--- config.mk ---
export PLATFORM = sky130hd
export DESIGN_NAME = tlb_top
export DESIGN_NICKNAME = d
export VERILOG_FILES = /design/src/design/tlb_pkg.sv /design/src/design/tlb_csr_stage.sv /design/src/design/tlb_entry_array.sv /design/src/design/tlb_perm_check.sv /design/src/design/tlb_refill_ctrl.sv /design/src/design/tlb_top.sv
export VERILOG_INCLUDE_DIRS = /design/src /design/src/include
export SDC_FILE = /design/constraint.sdc
export NUM_CORES = 1
export LEC_CHECK = 0
export BUFFER_PORTS_ARGS = -buffer_cell sky130_fd_sc_hd__buf_4
export CORE_UTILIZATION = 33
export CTS_CLUSTER_SIZE = 24
export DETAILED_ROUTE_END_ITERATION = 10
export HOLD_SLACK_MARGIN = 0.03
export SLEW_MARGIN = 25
export SYNTH_ARGS = -nofsm -noshare
export SYNTH_HDL_FRONTEND = slang
export SYNTH_SLANG_ARGS = --single-unit
export TNS_END_PERCENT = 100
--- constraint.sdc ---
create_clock -name i_clk -period 4.5 [get_ports i_clk]
set_clock_uncertainty 0.15 [all_clocks]
set_input_delay 0.9 -clock i_clk [delete_from_list [all_inputs] [get_ports i_clk]]
set_output_delay 0.9 -clock i_clk [all_outputs]
set_load 0.02 [all_outputs]
--- src/include/tlb_params.svh ---
// --------------------------------------------------------------------------
// geometry of the two-level paged TLB
// 32-bit virtual and 34-bit physical addresses, 4 KiB pages
// a superpage covers one upper index field (4 MiB)
// --------------------------------------------------------------------------
`ifndef TLB_PARAMS_SVH
`define TLB_PARAMS_SVH

// address widths
`define TLB_VADDR_W      32
`define TLB_PADDR_W      34

// page geometry
`define TLB_PG_IDX_W     12
`define TLB_VPN_FIELD_W  10
`define TLB_VPN_W        (`TLB_VADDR_W - `TLB_PG_IDX_W)
`define TLB_PPN_W        (`TLB_PADDR_W - `TLB_PG_IDX_W)

// entry storage
`define TLB_ENTRIES      8
// must cover TLB_ENTRIES
`define TLB_IDX_W        3

`endif

--- src/design/tlb_pkg.sv ---
// --------------------------------------------------------------------------
// types shared by the TLB blocks
// the PTE follows the leaf layout returned by the walker, without RSW bits
// --------------------------------------------------------------------------
`include "tlb_params.svh"

package tlb_pkg;

  typedef enum logic [1:0] {
    CMD_READ  = 2'd0,
    CMD_WRITE = 2'd1,
    CMD_EXEC  = 2'd2
  } tlb_cmd_t;

  // encodings as in the privileged spec
  typedef enum logic [1:0] {
    PRIV_U = 2'd0,
    PRIV_S = 2'd1,
    PRIV_M = 2'd3
  } tlb_priv_t;

  typedef struct packed {
    logic [`TLB_PPN_W-1:0] ppn;
    logic                  d;
    logic                  a;
    logic                  g;
    logic                  u;
    logic                  x;
    logic                  w;
    logic                  r;
    logic                  v;
  } tlb_pte_t;

  // sr/sw/sx already masked by the leaf and dirty rules
  typedef struct packed {
    logic                  valid;
    logic                  level;
    logic [`TLB_VPN_W-1:0] tag;
    logic [`TLB_PPN_W-1:0] ppn;
    logic                  u;
    logic                  sr;
    logic                  sw;
    logic                  sx;
  } tlb_entry_t;

  typedef struct packed {
    logic ld;
    logic st;
    logic inst;
  } tlb_fault_t;

  typedef enum logic [1:0] {
    ST_READY           = 2'd0,
    ST_REQUEST         = 2'd1,
    ST_WAIT            = 2'd2,
    ST_WAIT_INVALIDATE = 2'd3
  } tlb_state_t;

endpackage

--- src/design/tlb_csr_stage.sv ---
// --------------------------------------------------------------------------
// one register stage on the CSR inputs
// a CSR change is seen by lookups one cycle later
// resets to M mode with paging off, so lookups start in bare mode
// --------------------------------------------------------------------------
`timescale 1ns/1ps

module tlb_csr_stage
  import tlb_pkg::*;
(
  input  logic      i_clk,
  input  logic      i_reset_n,
  input  tlb_priv_t i_status_prv,
  input  logic      i_satp_mode,
  input  logic      i_sum,
  input  logic      i_mxr,
  output tlb_priv_t o_priv,
  output logic      o_sum,
  output logic      o_mxr,
  output logic      o_vm_enabled
);

  tlb_priv_t r_priv;
  logic      r_satp_mode;
  logic      r_sum;
  logic      r_mxr;

  always_ff @(posedge i_clk or negedge i_reset_n) begin
    if (!i_reset_n) begin
      r_priv      <= PRIV_M;
      r_satp_mode <= 1'b0;
      r_sum       <= 1'b0;
      r_mxr       <= 1'b0;
    end else begin
      r_priv      <= i_status_prv;
      r_satp_mode <= i_satp_mode;
      r_sum       <= i_sum;
      r_mxr       <= i_mxr;
    end
  end

  assign o_priv = r_priv;
  assign o_sum  = r_sum;
  assign o_mxr  = r_mxr;

  // M mode always translates bare
  assign o_vm_enabled = r_satp_mode & ((r_priv == PRIV_U) | (r_priv == PRIV_S));

endmodule

--- src/design/tlb_entry_array.sv ---
// --------------------------------------------------------------------------
// fully associative entry storage with same-cycle lookup
// assumes at most one entry hits; overlapping mappings are not detected
// flush wins over a refill write in the same cycle
// --------------------------------------------------------------------------
`timescale 1ns/1ps
`include "tlb_params.svh"

module tlb_entry_array
  import tlb_pkg::*;
(
  input  logic                    i_clk,
  input  logic                    i_reset_n,
  input  logic [`TLB_VADDR_W-1:0] i_vaddr,
  input  logic                    i_vm_enabled,
  input  logic                    i_flush,
  input  logic                    i_wr_en,
  input  logic [`TLB_VPN_W-1:0]   i_wr_vpn,
  input  tlb_pte_t                i_wr_pte,
  input  logic                    i_wr_level,
  output logic                    o_hit,
  output tlb_entry_t              o_hit_entry,
  output logic [`TLB_PADDR_W-1:0] o_paddr
);

  tlb_entry_t              r_entries [`TLB_ENTRIES];
  logic [`TLB_VPN_W-1:0]   w_vpn;
  logic [`TLB_ENTRIES-1:0] w_hit_vec;
  logic [`TLB_PPN_W-1:0]   w_sel_ppn;
  logic [`TLB_IDX_W-1:0]   w_repl_idx;
  logic                    w_leaf;
  tlb_entry_t              w_new_entry;

  assign w_vpn = i_vaddr[`TLB_VADDR_W-1:`TLB_PG_IDX_W];

  // --------------------------------------------------------------------------
  // lookup
  // --------------------------------------------------------------------------
  // superpage entries ignore the low index field
  always_comb begin
    for (int i = 0; i < `TLB_ENTRIES; i++) begin
      w_hit_vec[i] = i_vm_enabled & r_entries[i].valid &
                     (r_entries[i].tag[`TLB_VPN_W-1:`TLB_VPN_FIELD_W] ==
                      w_vpn[`TLB_VPN_W-1:`TLB_VPN_FIELD_W]) &
                     (r_entries[i].level |
                      (r_entries[i].tag[`TLB_VPN_FIELD_W-1:0] ==
                       w_vpn[`TLB_VPN_FIELD_W-1:0]));
    end
  end

  // and-or mux over the one-hot hit vector
  always_comb begin
    o_hit_entry = '0;
    for (int i = 0; i < `TLB_ENTRIES; i++) begin
      if (w_hit_vec[i]) begin
        o_hit_entry = o_hit_entry | r_entries[i];
      end
    end
  end

  assign o_hit = |w_hit_vec;

  // superpage takes the low PPN field from the VPN
  assign w_sel_ppn = {o_hit_entry.ppn[`TLB_PPN_W-1:`TLB_VPN_FIELD_W],
                      o_hit_entry.level ? w_vpn[`TLB_VPN_FIELD_W-1:0] :
                                          o_hit_entry.ppn[`TLB_VPN_FIELD_W-1:0]};

  assign o_paddr = i_vm_enabled ? {w_sel_ppn, i_vaddr[`TLB_PG_IDX_W-1:0]} :
                   {{(`TLB_PADDR_W - `TLB_VADDR_W){1'b0}}, i_vaddr};

  // --------------------------------------------------------------------------
  // refill
  // --------------------------------------------------------------------------
  // lowest free slot, entry 0 when full
  always_comb begin
    w_repl_idx = '0;
    for (int i = `TLB_ENTRIES - 1; i >= 0; i--) begin
      if (!r_entries[i].valid) begin
        w_repl_idx = i[`TLB_IDX_W-1:0];
      end
    end
  end

  // non-leaf or invalid PTE is stored with no rights, so the retry faults
  assign w_leaf = i_wr_pte.v & i_wr_pte.a & (i_wr_pte.r | i_wr_pte.x);

  always_comb begin
    w_new_entry.valid = 1'b1;
    w_new_entry.level = i_wr_level;
    w_new_entry.tag   = i_wr_vpn;
    w_new_entry.ppn   = i_wr_pte.ppn;
    w_new_entry.u     = i_wr_pte.u;
    w_new_entry.sr    = w_leaf & i_wr_pte.r;
    w_new_entry.sw    = w_leaf & i_wr_pte.w & i_wr_pte.d;
    w_new_entry.sx    = w_leaf & i_wr_pte.x;
  end

  always_ff @(posedge i_clk or negedge i_reset_n) begin
    if (!i_reset_n) begin
      for (int i = 0; i < `TLB_ENTRIES; i++) begin
        r_entries[i].valid <= 1'b0;
      end
    end else if (i_flush) begin
      for (int i = 0; i < `TLB_ENTRIES; i++) begin
        r_entries[i].valid <= 1'b0;
      end
    end else if (i_wr_en) begin
      r_entries[w_repl_idx] <= w_new_entry;
    end
  end

endmodule

--- src/design/tlb_perm_check.sv ---
// --------------------------------------------------------------------------
// page fault decision for the entry that hits
// no faults are raised on a miss or in bare mode (no hit then)
// M-mode accesses never reach here with a hit
// --------------------------------------------------------------------------
`timescale 1ns/1ps

module tlb_perm_check
  import tlb_pkg::*;
(
  input  logic       i_hit,
  input  tlb_entry_t i_entry,
  input  tlb_cmd_t   i_cmd,
  input  tlb_priv_t  i_priv,
  input  logic       i_sum,
  input  logic       i_mxr,
  output tlb_fault_t o_fault
);

  logic w_priv_s;
  logic w_rw_ok;
  logic w_x_ok;
  logic w_ld_ok;
  logic w_st_ok;
  logic w_inst_ok;

  assign w_priv_s = (i_priv == PRIV_S);

  // supervisor touches user pages for data only with SUM
  assign w_rw_ok = w_priv_s ? (~i_entry.u | i_sum) : i_entry.u;

  // supervisor never executes from user pages
  assign w_x_ok = w_priv_s ? ~i_entry.u : i_entry.u;

  // MXR lets loads read execute-only pages
  assign w_ld_ok   = w_rw_ok & (i_entry.sr | (i_mxr & i_entry.sx));
  assign w_st_ok   = w_rw_ok & i_entry.sw;
  assign w_inst_ok = w_x_ok & i_entry.sx;

  // --------------------------------------------------------------------------
  // per-command faults
  // --------------------------------------------------------------------------
  always_comb begin
    o_fault.ld   = 1'b0;
    o_fault.st   = 1'b0;
    o_fault.inst = 1'b0;
    if (i_hit) begin
      case (i_cmd)
        CMD_READ: begin
          o_fault.ld = ~w_ld_ok;
        end
        CMD_WRITE: begin
          o_fault.st = ~w_st_ok;
        end
        CMD_EXEC: begin
          o_fault.inst = ~w_inst_ok;
        end
        default: begin
          o_fault = '0;
        end
      endcase
    end
  end

endmodule

--- src/design/tlb_refill_ctrl.sv ---
// --------------------------------------------------------------------------
// miss detection and refill FSM with a four-phase req/ack walker link
// only one refill is outstanding; requests are refused until it ends
// an sfence during a refill lets the handshake finish without a write
// --------------------------------------------------------------------------
`timescale 1ns/1ps
`include "tlb_params.svh"

module tlb_refill_ctrl
  import tlb_pkg::*;
(
  input  logic                    i_clk,
  input  logic                    i_reset_n,
  input  logic                    i_req_valid,
  input  logic [`TLB_VADDR_W-1:0] i_req_vaddr,
  input  logic                    i_vm_enabled,
  input  logic                    i_hit,
  input  logic                    i_sfence,
  input  logic                    i_ptw_ack,
  output logic                    o_req_ready,
  output logic                    o_miss,
  output logic                    o_ptw_req,
  output logic [`TLB_VPN_W-1:0]   o_ptw_vpn,
  output logic                    o_wr_en,
  output logic                    o_tlb_update
);

  tlb_state_t            r_state;
  tlb_state_t            r_state_dly;
  logic                  r_ack_seen;
  logic [`TLB_VPN_W-1:0] r_vpn;
  logic                  w_accept_miss;

  assign o_req_ready   = (r_state == ST_READY);
  assign o_miss        = i_req_valid & i_vm_enabled & ~i_hit;
  assign w_accept_miss = o_miss & o_req_ready;

  // req drops once ack has been seen, then wait for ack to fall
  assign o_ptw_req = (r_state != ST_READY) & ~r_ack_seen;
  assign o_ptw_vpn = r_vpn;
  assign o_wr_en   = o_ptw_req & i_ptw_ack & (r_state != ST_WAIT_INVALIDATE);

  assign o_tlb_update = (r_state == ST_READY) & (r_state_dly != ST_READY);

  always_ff @(posedge i_clk) begin
    if (w_accept_miss) begin
      r_vpn <= i_req_vaddr[`TLB_VADDR_W-1:`TLB_PG_IDX_W];
    end
  end

  // --------------------------------------------------------------------------
  // refill FSM
  // --------------------------------------------------------------------------
  always_ff @(posedge i_clk or negedge i_reset_n) begin
    if (!i_reset_n) begin
      r_state     <= ST_READY;
      r_state_dly <= ST_READY;
      r_ack_seen  <= 1'b0;
    end else begin
      r_state_dly <= r_state;
      case (r_state)
        ST_READY: begin
          if (w_accept_miss) begin
            r_state <= ST_REQUEST;
          end
        end
        // request, wait and invalidated wait share the handshake
        default: begin
          if (r_ack_seen & ~i_ptw_ack) begin
            r_state    <= ST_READY;
            r_ack_seen <= 1'b0;
          end else begin
            if (i_ptw_ack) begin
              r_ack_seen <= 1'b1;
            end
            if (i_sfence) begin
              r_state <= ST_WAIT_INVALIDATE;
            end else if (r_state == ST_REQUEST) begin
              r_state <= ST_WAIT;
            end
          end
        end
      endcase
    end
  end

endmodule

--- src/design/tlb_top.sv ---
// --------------------------------------------------------------------------
// TLB top level, lookup is combinational in the request cycle
// results are only meaningful while o_req_ready is high
// --------------------------------------------------------------------------
`timescale 1ns/1ps
`include "tlb_params.svh"

module tlb_top
  import tlb_pkg::*;
(
  input  logic                    i_clk,
  input  logic                    i_reset_n,
  input  logic                    i_sfence,
  input  logic                    i_req_valid,
  input  logic [`TLB_VADDR_W-1:0] i_req_vaddr,
  input  tlb_cmd_t                i_req_cmd,
  input  tlb_priv_t               i_status_prv,
  input  logic                    i_satp_mode,
  input  logic                    i_sum,
  input  logic                    i_mxr,
  input  logic                    i_ptw_ack,
  input  tlb_pte_t                i_ptw_pte,
  input  logic                    i_ptw_level,
  output logic                    o_req_ready,
  output logic                    o_resp_miss,
  output logic [`TLB_PADDR_W-1:0] o_resp_paddr,
  output tlb_fault_t              o_resp_fault,
  output logic                    o_ptw_req,
  output logic [`TLB_VPN_W-1:0]   o_ptw_vpn,
  output logic                    o_tlb_update
);

  tlb_priv_t  w_priv;
  logic       w_sum;
  logic       w_mxr;
  logic       w_vm_enabled;
  logic       w_hit;
  tlb_entry_t w_hit_entry;
  logic       w_wr_en;

  tlb_csr_stage u_csr_stage (
    .i_clk        (i_clk),
    .i_reset_n    (i_reset_n),
    .i_status_prv (i_status_prv),
    .i_satp_mode  (i_satp_mode),
    .i_sum        (i_sum),
    .i_mxr        (i_mxr),
    .o_priv       (w_priv),
    .o_sum        (w_sum),
    .o_mxr        (w_mxr),
    .o_vm_enabled (w_vm_enabled)
  );

  // refill writes the VPN latched at the miss
  tlb_entry_array u_entry_array (
    .i_clk        (i_clk),
    .i_reset_n    (i_reset_n),
    .i_vaddr      (i_req_vaddr),
    .i_vm_enabled (w_vm_enabled),
    .i_flush      (i_sfence),
    .i_wr_en      (w_wr_en),
    .i_wr_vpn     (o_ptw_vpn),
    .i_wr_pte     (i_ptw_pte),
    .i_wr_level   (i_ptw_level),
    .o_hit        (w_hit),
    .o_hit_entry  (w_hit_entry),
    .o_paddr      (o_resp_paddr)
  );

  tlb_perm_check u_perm_check (
    .i_hit   (w_hit),
    .i_entry (w_hit_entry),
    .i_cmd   (i_req_cmd),
    .i_priv  (w_priv),
    .i_sum   (w_sum),
    .i_mxr   (w_mxr),
    .o_fault (o_resp_fault)
  );

  tlb_refill_ctrl u_refill_ctrl (
    .i_clk        (i_clk),
    .i_reset_n    (i_reset_n),
    .i_req_valid  (i_req_valid),
    .i_req_vaddr  (i_req_vaddr),
    .i_vm_enabled (w_vm_enabled),
    .i_hit        (w_hit),
    .i_sfence     (i_sfence),
    .i_ptw_ack    (i_ptw_ack),
    .o_req_ready  (o_req_ready),
    .o_miss       (o_resp_miss),
    .o_ptw_req    (o_ptw_req),
    .o_ptw_vpn    (o_ptw_vpn),
    .o_wr_en      (w_wr_en),
    .o_tlb_update (o_tlb_update)
  );

endmodule

==> metrics.yaml, run 1 <==
power:
  power_density_nw_per_um2: 420
  fin_total_pwr_mw: 8.28
  ir_drop_mv: 0.233
  power.leakage_nw: 6.54
placement:
  portBuffers: 110
  place.gp.congestion: 0.774
  hpwl_um: 24900
  dp.cells: 1730
worst_setup_path:
  max_stage_delay_ps: 610
  path_cells: "buf_4 > xor2_1 > nor4_1 > nand4_2 > buf_4 > inv_1 > a222oi_1 > o2111ai_1 > a211oi_4 > buf_12 > mux2_2 > buf_4"
  rrSetupSlack_ps: 1460
  path_buf_inv: 5
  required_ps: 3450
  path_depth: 12
  path_common_cell: "buf_4"
  crit_family: "simple AND/OR/NAND/NOR gates"
  crit_type: "input pin to primary output"
  cp-startpoint: "i_req_vaddr[26]"
  critPathLaunchType: "input pin"
  critPathCaptureType: "primary output"
  reg2regPathDepth: 11
  crit_slowest_cell: "nor4_1"
  crit_end: "o_resp_paddr[20]"
  r2r-start: "u_csr_stage.r_satp_mode"
  r2r_end: "u_refill_ctrl.o_ptw_vpn[16]"
  path_max_fanout: 10
  cp.arrival_ps: 3340
route:
  vias: 8893
  drt_wl_total_um: 40300
  detail_route.wl_per_cell_um: 22.3
  drc: 0
  drt_pass1_iterations: 5
  postRouteAntennaNets: 0
  via_per_inst: 4.92
  drt_iter0_drc: 994
logic_synthesis:
  synth-async-reset-ratio_pct: 4.35
  ys.flop_type: "edfxtp_1"
  syn_avg_cell_area_sq_um: 16.9
  syn-num-nets: 1044
  yosys_warnings: 0
  netlist_area_sq_um: 16400
  synth-seq-cells: 414
  synth.distinct_cells: 45
  ys_seq_area_share_pct: 75.3
  netlist_instances: 969
  synth-edff-count: 396
floorplan:
  start_util_pct: 33.5
  die-area_sq_um: 50600
  io_pins: 136
  core-area_sq_um: 49000
  fp-row-count: 81
  fp.dieH_um: 225
  die_width_um: 225
global_route:
  grt_pass1_vias: 8801
  grt_usage_pct: 16.0
  grt_pass1_wl_um: 58700
  overflow: 0
  antenna_found_initial: 1
  grt_max_degree: 48
sta:
  maxSlewHeadroom_pct: 55.4
  finalCritPeriodShare_pct: 97.6
  fmax_mhz: 228
  hold_viol_final: 0
  setup_viol: 0
  worst_slew_pin_slew_ps: 662
  min_period_ps: 4390
  slew_violations: 0
  rsz0062_at_grt: "false"
layout:
  utilization_pct: 40.2
  syn_to_final_growth_pct: 20.1
  instances_no_fill: 1809
  nNetsFinal: 1187
  num_antenna_cells: 0
  drive_gt1_share_pct: 23.8
cts:
  clock_latency_ps: 560
  ctsHtreeMaxLevel: 2
  cts_buffers: 43
  clk_pin_slew_ps: 60
  ctsHoldBuffers: 0
  clockRootBuffer: "clkbuf_16"
  clock-sinks: 414
  ctsLongestPathBuffers: 3
  tritoncts: "yes"
status:
  status: "complete, no violations"
flow_run:
  maxCapViolCount: 0
hold_path:
  min_path_type: "input pin to asynchronous set/reset pin"
==> routing by layer <==
metal / global-route usage [%] / share of wire, % / vias to the layer above
li1: - / - / 4007
met1: 22.0 / 44 / 4521
met2: 24.9 / 47 / 295
met3: 3.57 / 6.9 / 68
met4: 5.07 / 2.4 / 2
met5: 0 / 0.022 / -
==> synth_stat cells (11+ instances only) <==
library cell,instances,area (sq um)
nor4_1,28,175
nor2_1,25,93.8
xnor2_1,78,683
a22o_1,13,114
buf_2,13,65.1
nand4_1,12,75.1
dfrtp_1,16,400
nand2_1,29,109
xor2_1,83,727
clkbuf_1,12,45.0
a221oi_1,13,114
edfxtp_1,396,11900
and3_1,16,100
a22oi_1,61,458
a222oi_1,11,110
buf_4,43,323
nand3_1,35,175
==> where the power goes <==
part,switching [mW],leakage (nW),internal [mW]
combinational,0.294,2.10,0.198
sequential,0.0686,3.78,4.30
clock,1.45,0.653,1.97
==> state kept, by name, indices dropped and copies added (netlist names) <==
name	cells
u_csr_stage.o_mxr	1
u_csr_stage.o_priv	2
u_csr_stage.o_sum	1
u_csr_stage.r_satp_mode	1
u_entry_array.r_entries	384
u_refill_ctrl.o_ptw_vpn	20
u_refill_ctrl.r_ack_seen	1
u_refill_ctrl.r_state	2
u_refill_ctrl.r_state_dly	2
==> worst min path at each step <==
stage,endpoint
2_1_floorplan,u_refill_ctrl.r_state_dly[1]
3_3_place_gp,u_refill_ctrl.r_state_dly[1]
5_1_grt,u_refill_ctrl.r_state_dly[0]
3_5_place_dp,u_refill_ctrl.r_state_dly[1]
4_1_cts,u_refill_ctrl.r_state_dly[0]
6_report,u_refill_ctrl.r_state_dly[0]
==> stage by stage <==
stage | hold WS (ps) | setup TNS (ps) | area [sq um] | setup slack, ps
after floorplan | 299 | 0 | 16400 | 104
after global placement | 362 | -15.7 | 18300 | -7.98
after detailed placement | 360 | -49.0 | 18300 | -23.4
after CTS | 47.1 | 0 | 19600 | 11.7
after global routing | 58.4 | 0 | 19700 | 6.78
final | 62.4 | 0 | 19700 | 110
==> cells in the final DEF (no fill, tap or decap), types with 3 or more instances in the layout <==
cell type / count
nand2_1: 29
nand4_1: 12
xnor2_1: 78
mux2_2: 10
nor3_1: 3
bufinv_16: 3
a41o_1: 6
a222oi_1: 11
clkinv_2: 5
nor2b_1: 3
dfrtp_1: 15
and3_1: 16
nor4_2: 8
and2_1: 7
a22o_1: 13
nor2_1: 15
nor2_4: 8
xor2_1: 83
clkinv_1: 12
nand3_1: 35
nor3b_1: 4
a221oi_1: 10
clkbuf_1: 8
a221oi_2: 3
a22oi_1: 61
edfxtp_1: 396
inv_1: 5
nor4_1: 21
a21oi_1: 9
clkbuf_16: 44
buf_4: 159
buf_12: 16
==> final cells by class <==
| cell class | count | area (sq um) |
|---|---|---|
| clock inverters | 26 | 218 |
| inverters | 5 | 18.8 |
| multi-input cells | 472 | 3630 |
| well taps | 664 | 831 |
| clock buffers | 52 | 1130 |
| flip-flops and latches | 414 | 12300 |
| fillers | 4388 | 29200 |
| repair buffers | 176 | 1530 |
==> cells by family after synthesis <==
kind of cell	synth area share, %
buffers and inverters	3.44
and+or+nand+nor	5.55
DFF	75.3
xor gates and xnor gates	8.70
AOI/OAI and AO/OA	6.29
muxes	0.748
==> repair_timing <==
item                       in CTS  in global routing
setup endpoints to repair       2                 13
pin swaps                       1                  3
setup buffers                   0                  1
gates resized for setup         0                 13
==> worst register-to-register path, stage by stage, from the launching register on <==
cell     delay (ps)
dfrtp_2         440
nor2b_1         160
buf_4           160
nand3_1         120
nor4_1           70
buf_4           160
and2_1          210
nor4_1          330
nand2_1         220
buf_4           220
nor4_4          260
buf_12          240
No activity file was read; power rests on OpenSTA's default activity.
==> run 2, diff against run 1 <==
==> constraint.sdc (replaced) <==
create_clock -name i_clk -period 5.5 [get_ports i_clk]
set_clock_uncertainty 0.15 [all_clocks]
set_input_delay 1.1 -clock i_clk [delete_from_list [all_inputs] [get_ports i_clk]]
set_output_delay 1.1 -clock i_clk [all_outputs]
set_load 0.02 [all_outputs]
==> run 2 against run 1 <==
Net effect:
- clock-buffer cell count unchanged
- critical endpoint is now o_resp_fault[1]
- combinational power down 24%
- critical path type unchanged
- clock power fell by 8.8%
- die area stayed put
- worst setup slack better by 310 ps
- core utilization decreased by 0.48 points
- first-iteration DRC count down 27%
==> metrics.yaml, run 2 (synthesis gave the netlist of run 1 again) <==
status:
  status: "complete, no violations"
cts:
  clk_pin_slew_ps: 60  # about the same
  ctsHoldBuffers: 0  # unchanged
  ctsHtreeMaxLevel: 2  # unchanged
  clock_latency_ps: 570  # about the same
  tritoncts: "yes"
  clock-sinks: 414  # unchanged
  clockRootBuffer: "clkbuf_16"
  cts_setup_buffers: 0  # unchanged
  cts_buffers: 44  # +2.3%
  cts.repair.resized: 0  # unchanged
  ctsLongestPathBuffers: 3  # unchanged
worst_setup_path:
  required_ps: 4250  # +800 ps
  path_cells: "buf_4 > xor2_1 > nor4_1 > a41oi_1 > or3b_1 > and4_1 > nand4_1 > mux2i_1 > a211oi_1 > buf_4"
  cp-startpoint: "i_req_vaddr[18]"
  cp.arrival_ps: 3830  # +490 ps
  crit_slowest_cell: "nor4_1"
  r2r-start: "u_csr_stage.r_satp_mode"
  critPathLaunchType: "input pin"
  path_common_cell: "buf_4"
  path_max_fanout: 10  # unchanged
  crit_type: "input pin to primary output"
  critPathCaptureType: "primary output"
  max_stage_delay_ps: 550  # -60 ps
sta:
  tns_ps: 0  # unchanged
  finalCritPeriodShare_pct: 92.3
  setup_viol: 0  # unchanged
  hold_viol_final: 0  # unchanged
  worst_slew_pin_slew_ps: 789  # +127 ps
  maxSlewHeadroom_pct: 47.2  # -8.2 points
  min_period_ps: 5080
  slew_violations: 0  # unchanged
  fmax_mhz: 197
  rsz0062_at_grt: "false"
floorplan:
  io_pins: 136  # unchanged
  core-area_sq_um: 49000  # unchanged
  die_width_um: 225  # unchanged
  fp-row-count: 81  # unchanged
  die-area_sq_um: 50600  # unchanged
  fp.dieH_um: 225  # unchanged
  start_util_pct: 33.5  # unchanged
layout:
  top_register: "u_entry_array.r_entries"
  instances_no_fill: 1784  # -1.4%
  n_fill_cell: 4421  # +0.75%
  num_antenna_cells: 0  # unchanged
  nNetsFinal: 1159  # -2.4%
  largest_reg_flops: 384  # unchanged
  final_cell_mix: "edfxtp_1, buf_4, xor2_1, xnor2_1, a22oi_1"
  layout_commonest_cell: "edfxtp_1"
  syn_to_final_growth_pct: 18.7
  multi_input_area_sq_um: 3570  # -1.7%
  register_area_sq_um: 12300  # about the same
  drive_gt1_share_pct: 21.6  # -2.2 points
power:
  intPower_mw: 5.57  # -14%
  switching_power_mw: 1.51  # -17%
  power.share.switching_pct: 21.3  # -0.65 points
  power.leakage_nw: 6.45  # -1.3%
  pwr-share-clk_pct: 44.2  # +2.9 points
  fin_total_pwr_mw: 7.07  # -15%
  ir_drop_mv: 0.202  # -13%
  power_density_nw_per_um2: 363  # -14%
  seq_power_share_pct: 50.5  # -2.2 points
  combPwrFrac_pct: 5.3  # -0.6 points
global_route:
  use_met1_pct: 21.0  # -1.1 points
  grt_usage_pct: 15.9  # -0.087 points
  grt_max_degree: 46  # -4.2%
  grt_pass1_wl_um: 58400  # -0.54%
  globalRouteMet2Util_pct: 25.3  # +0.37 points
  grt_pass1_vias: 8870  # +0.78%
  antenna_found_initial: 0  # -1
  top_usage_layer: "met2"
  overflow: 0  # unchanged
  grt_util_met3_pct: 4.04  # +0.47 points
placement:
  dp.cells: 1702  # -1.6%
  portBuffers: 110  # unchanged
  place.gp.congestion: 0.747  # -3.5%
  hpwl_um: 24700  # -0.77%
route:
  drc: 0  # unchanged
  detail_route.wl_per_cell_um: 22.2  # -0.18%
  postRouteAntennaNets: 0  # unchanged
  vias: 8687  # -2.3%
  drt_wl_total_um: 39700  # -1.6%
  via_per_inst: 4.87  # -0.95%
  drt_iter0_drc: 723  # -27%
  drt_pass1_iterations: 5  # unchanged
flow_run:
  maxCapViolCount: 0  # unchanged
hold_path:
  min_path_type: "input pin to asynchronous set/reset pin"
==> run 2: cell count changes in the layout (fill, tap and decap cells not counted), sizes merged <==
cell      previous run  this run
buf                176       147
bufinv               3         8
clkinvlp             2         1
==> run 2: cell type report <==
cell class | count | area share [%]
clock inverter | 30 | 1.87
sequential | 414 | 63.4
multi-input combinational | 472 | 18.3
timing repair buffer | 147 | 5.99
tap | 664 | 4.27
clock buffer | 52 | 6.03
inverter | 5 | 0.0964
==> run 2: metal layers <==
metal / vias up / part of all wire (%)
met5: - / 0
met4: 0 / 2.6
met3: 62 / 6.7
met2: 254 / 48
met1: 4415 / 43
li1: 3956 / -
==> run 2: power groups by stage <==
stage | logic, mW | clock network [mW] | registers, mW
floorplan | 0.233 | 0 | 3.62
global placement | 0.376 | 0 | 3.64
detailed placement | 0.381 | 0 | 3.64
CTS | 0.383 | 3.18 | 3.57
global route | 0.408 | 3.29 | 3.58
finish | 0.376 | 3.12 | 3.57
==> run 2: final timing paths <==
check                      slack (ps)                      endpoint  depth (start not counted)
max                               420               o_resp_fault[1]                         10
min                               260      u_refill_ctrl.r_state[0]                          1
max reg2reg                      2150   u_refill_ctrl.o_ptw_vpn[17]                         10
min reg2reg                       370  u_refill_ctrl.r_state_dly[1]                          0
max in group asynchronous        4630         u_csr_stage.o_priv[1]                          1
min in group i_clk                370  u_refill_ctrl.r_state_dly[1]                          0
==> run 2: worst max-delay path: cells and delay by family <==
| kind | cells | cell delay, ps |
|---|---|---|
| AND/OR/NAND/NOR | 4 | 1290 |
| multiplexers | 1 | 400 |
| buffers and inverters | 2 | 370 |
| XOR/XNOR | 1 | 180 |
| AO/OA/AOI/OAI | 2 | 490 |
==> run 2: stage by stage <==
stage | util, % | hold WS (ps) | area [sq um] | setup slack, ps
2_1_floorplan | - | 299 | 16400 | 904
5_1_grt | 39.8 | 268 | 19500 | 344
3_5_place_dp | 36.6 | 361 | 17900 | 261
3_3_place_gp | 36.6 | 360 | 17900 | 328
4_1_cts | 39.8 | 254 | 19500 | 238
6_report | 39.8 | 258 | 19500 | 422
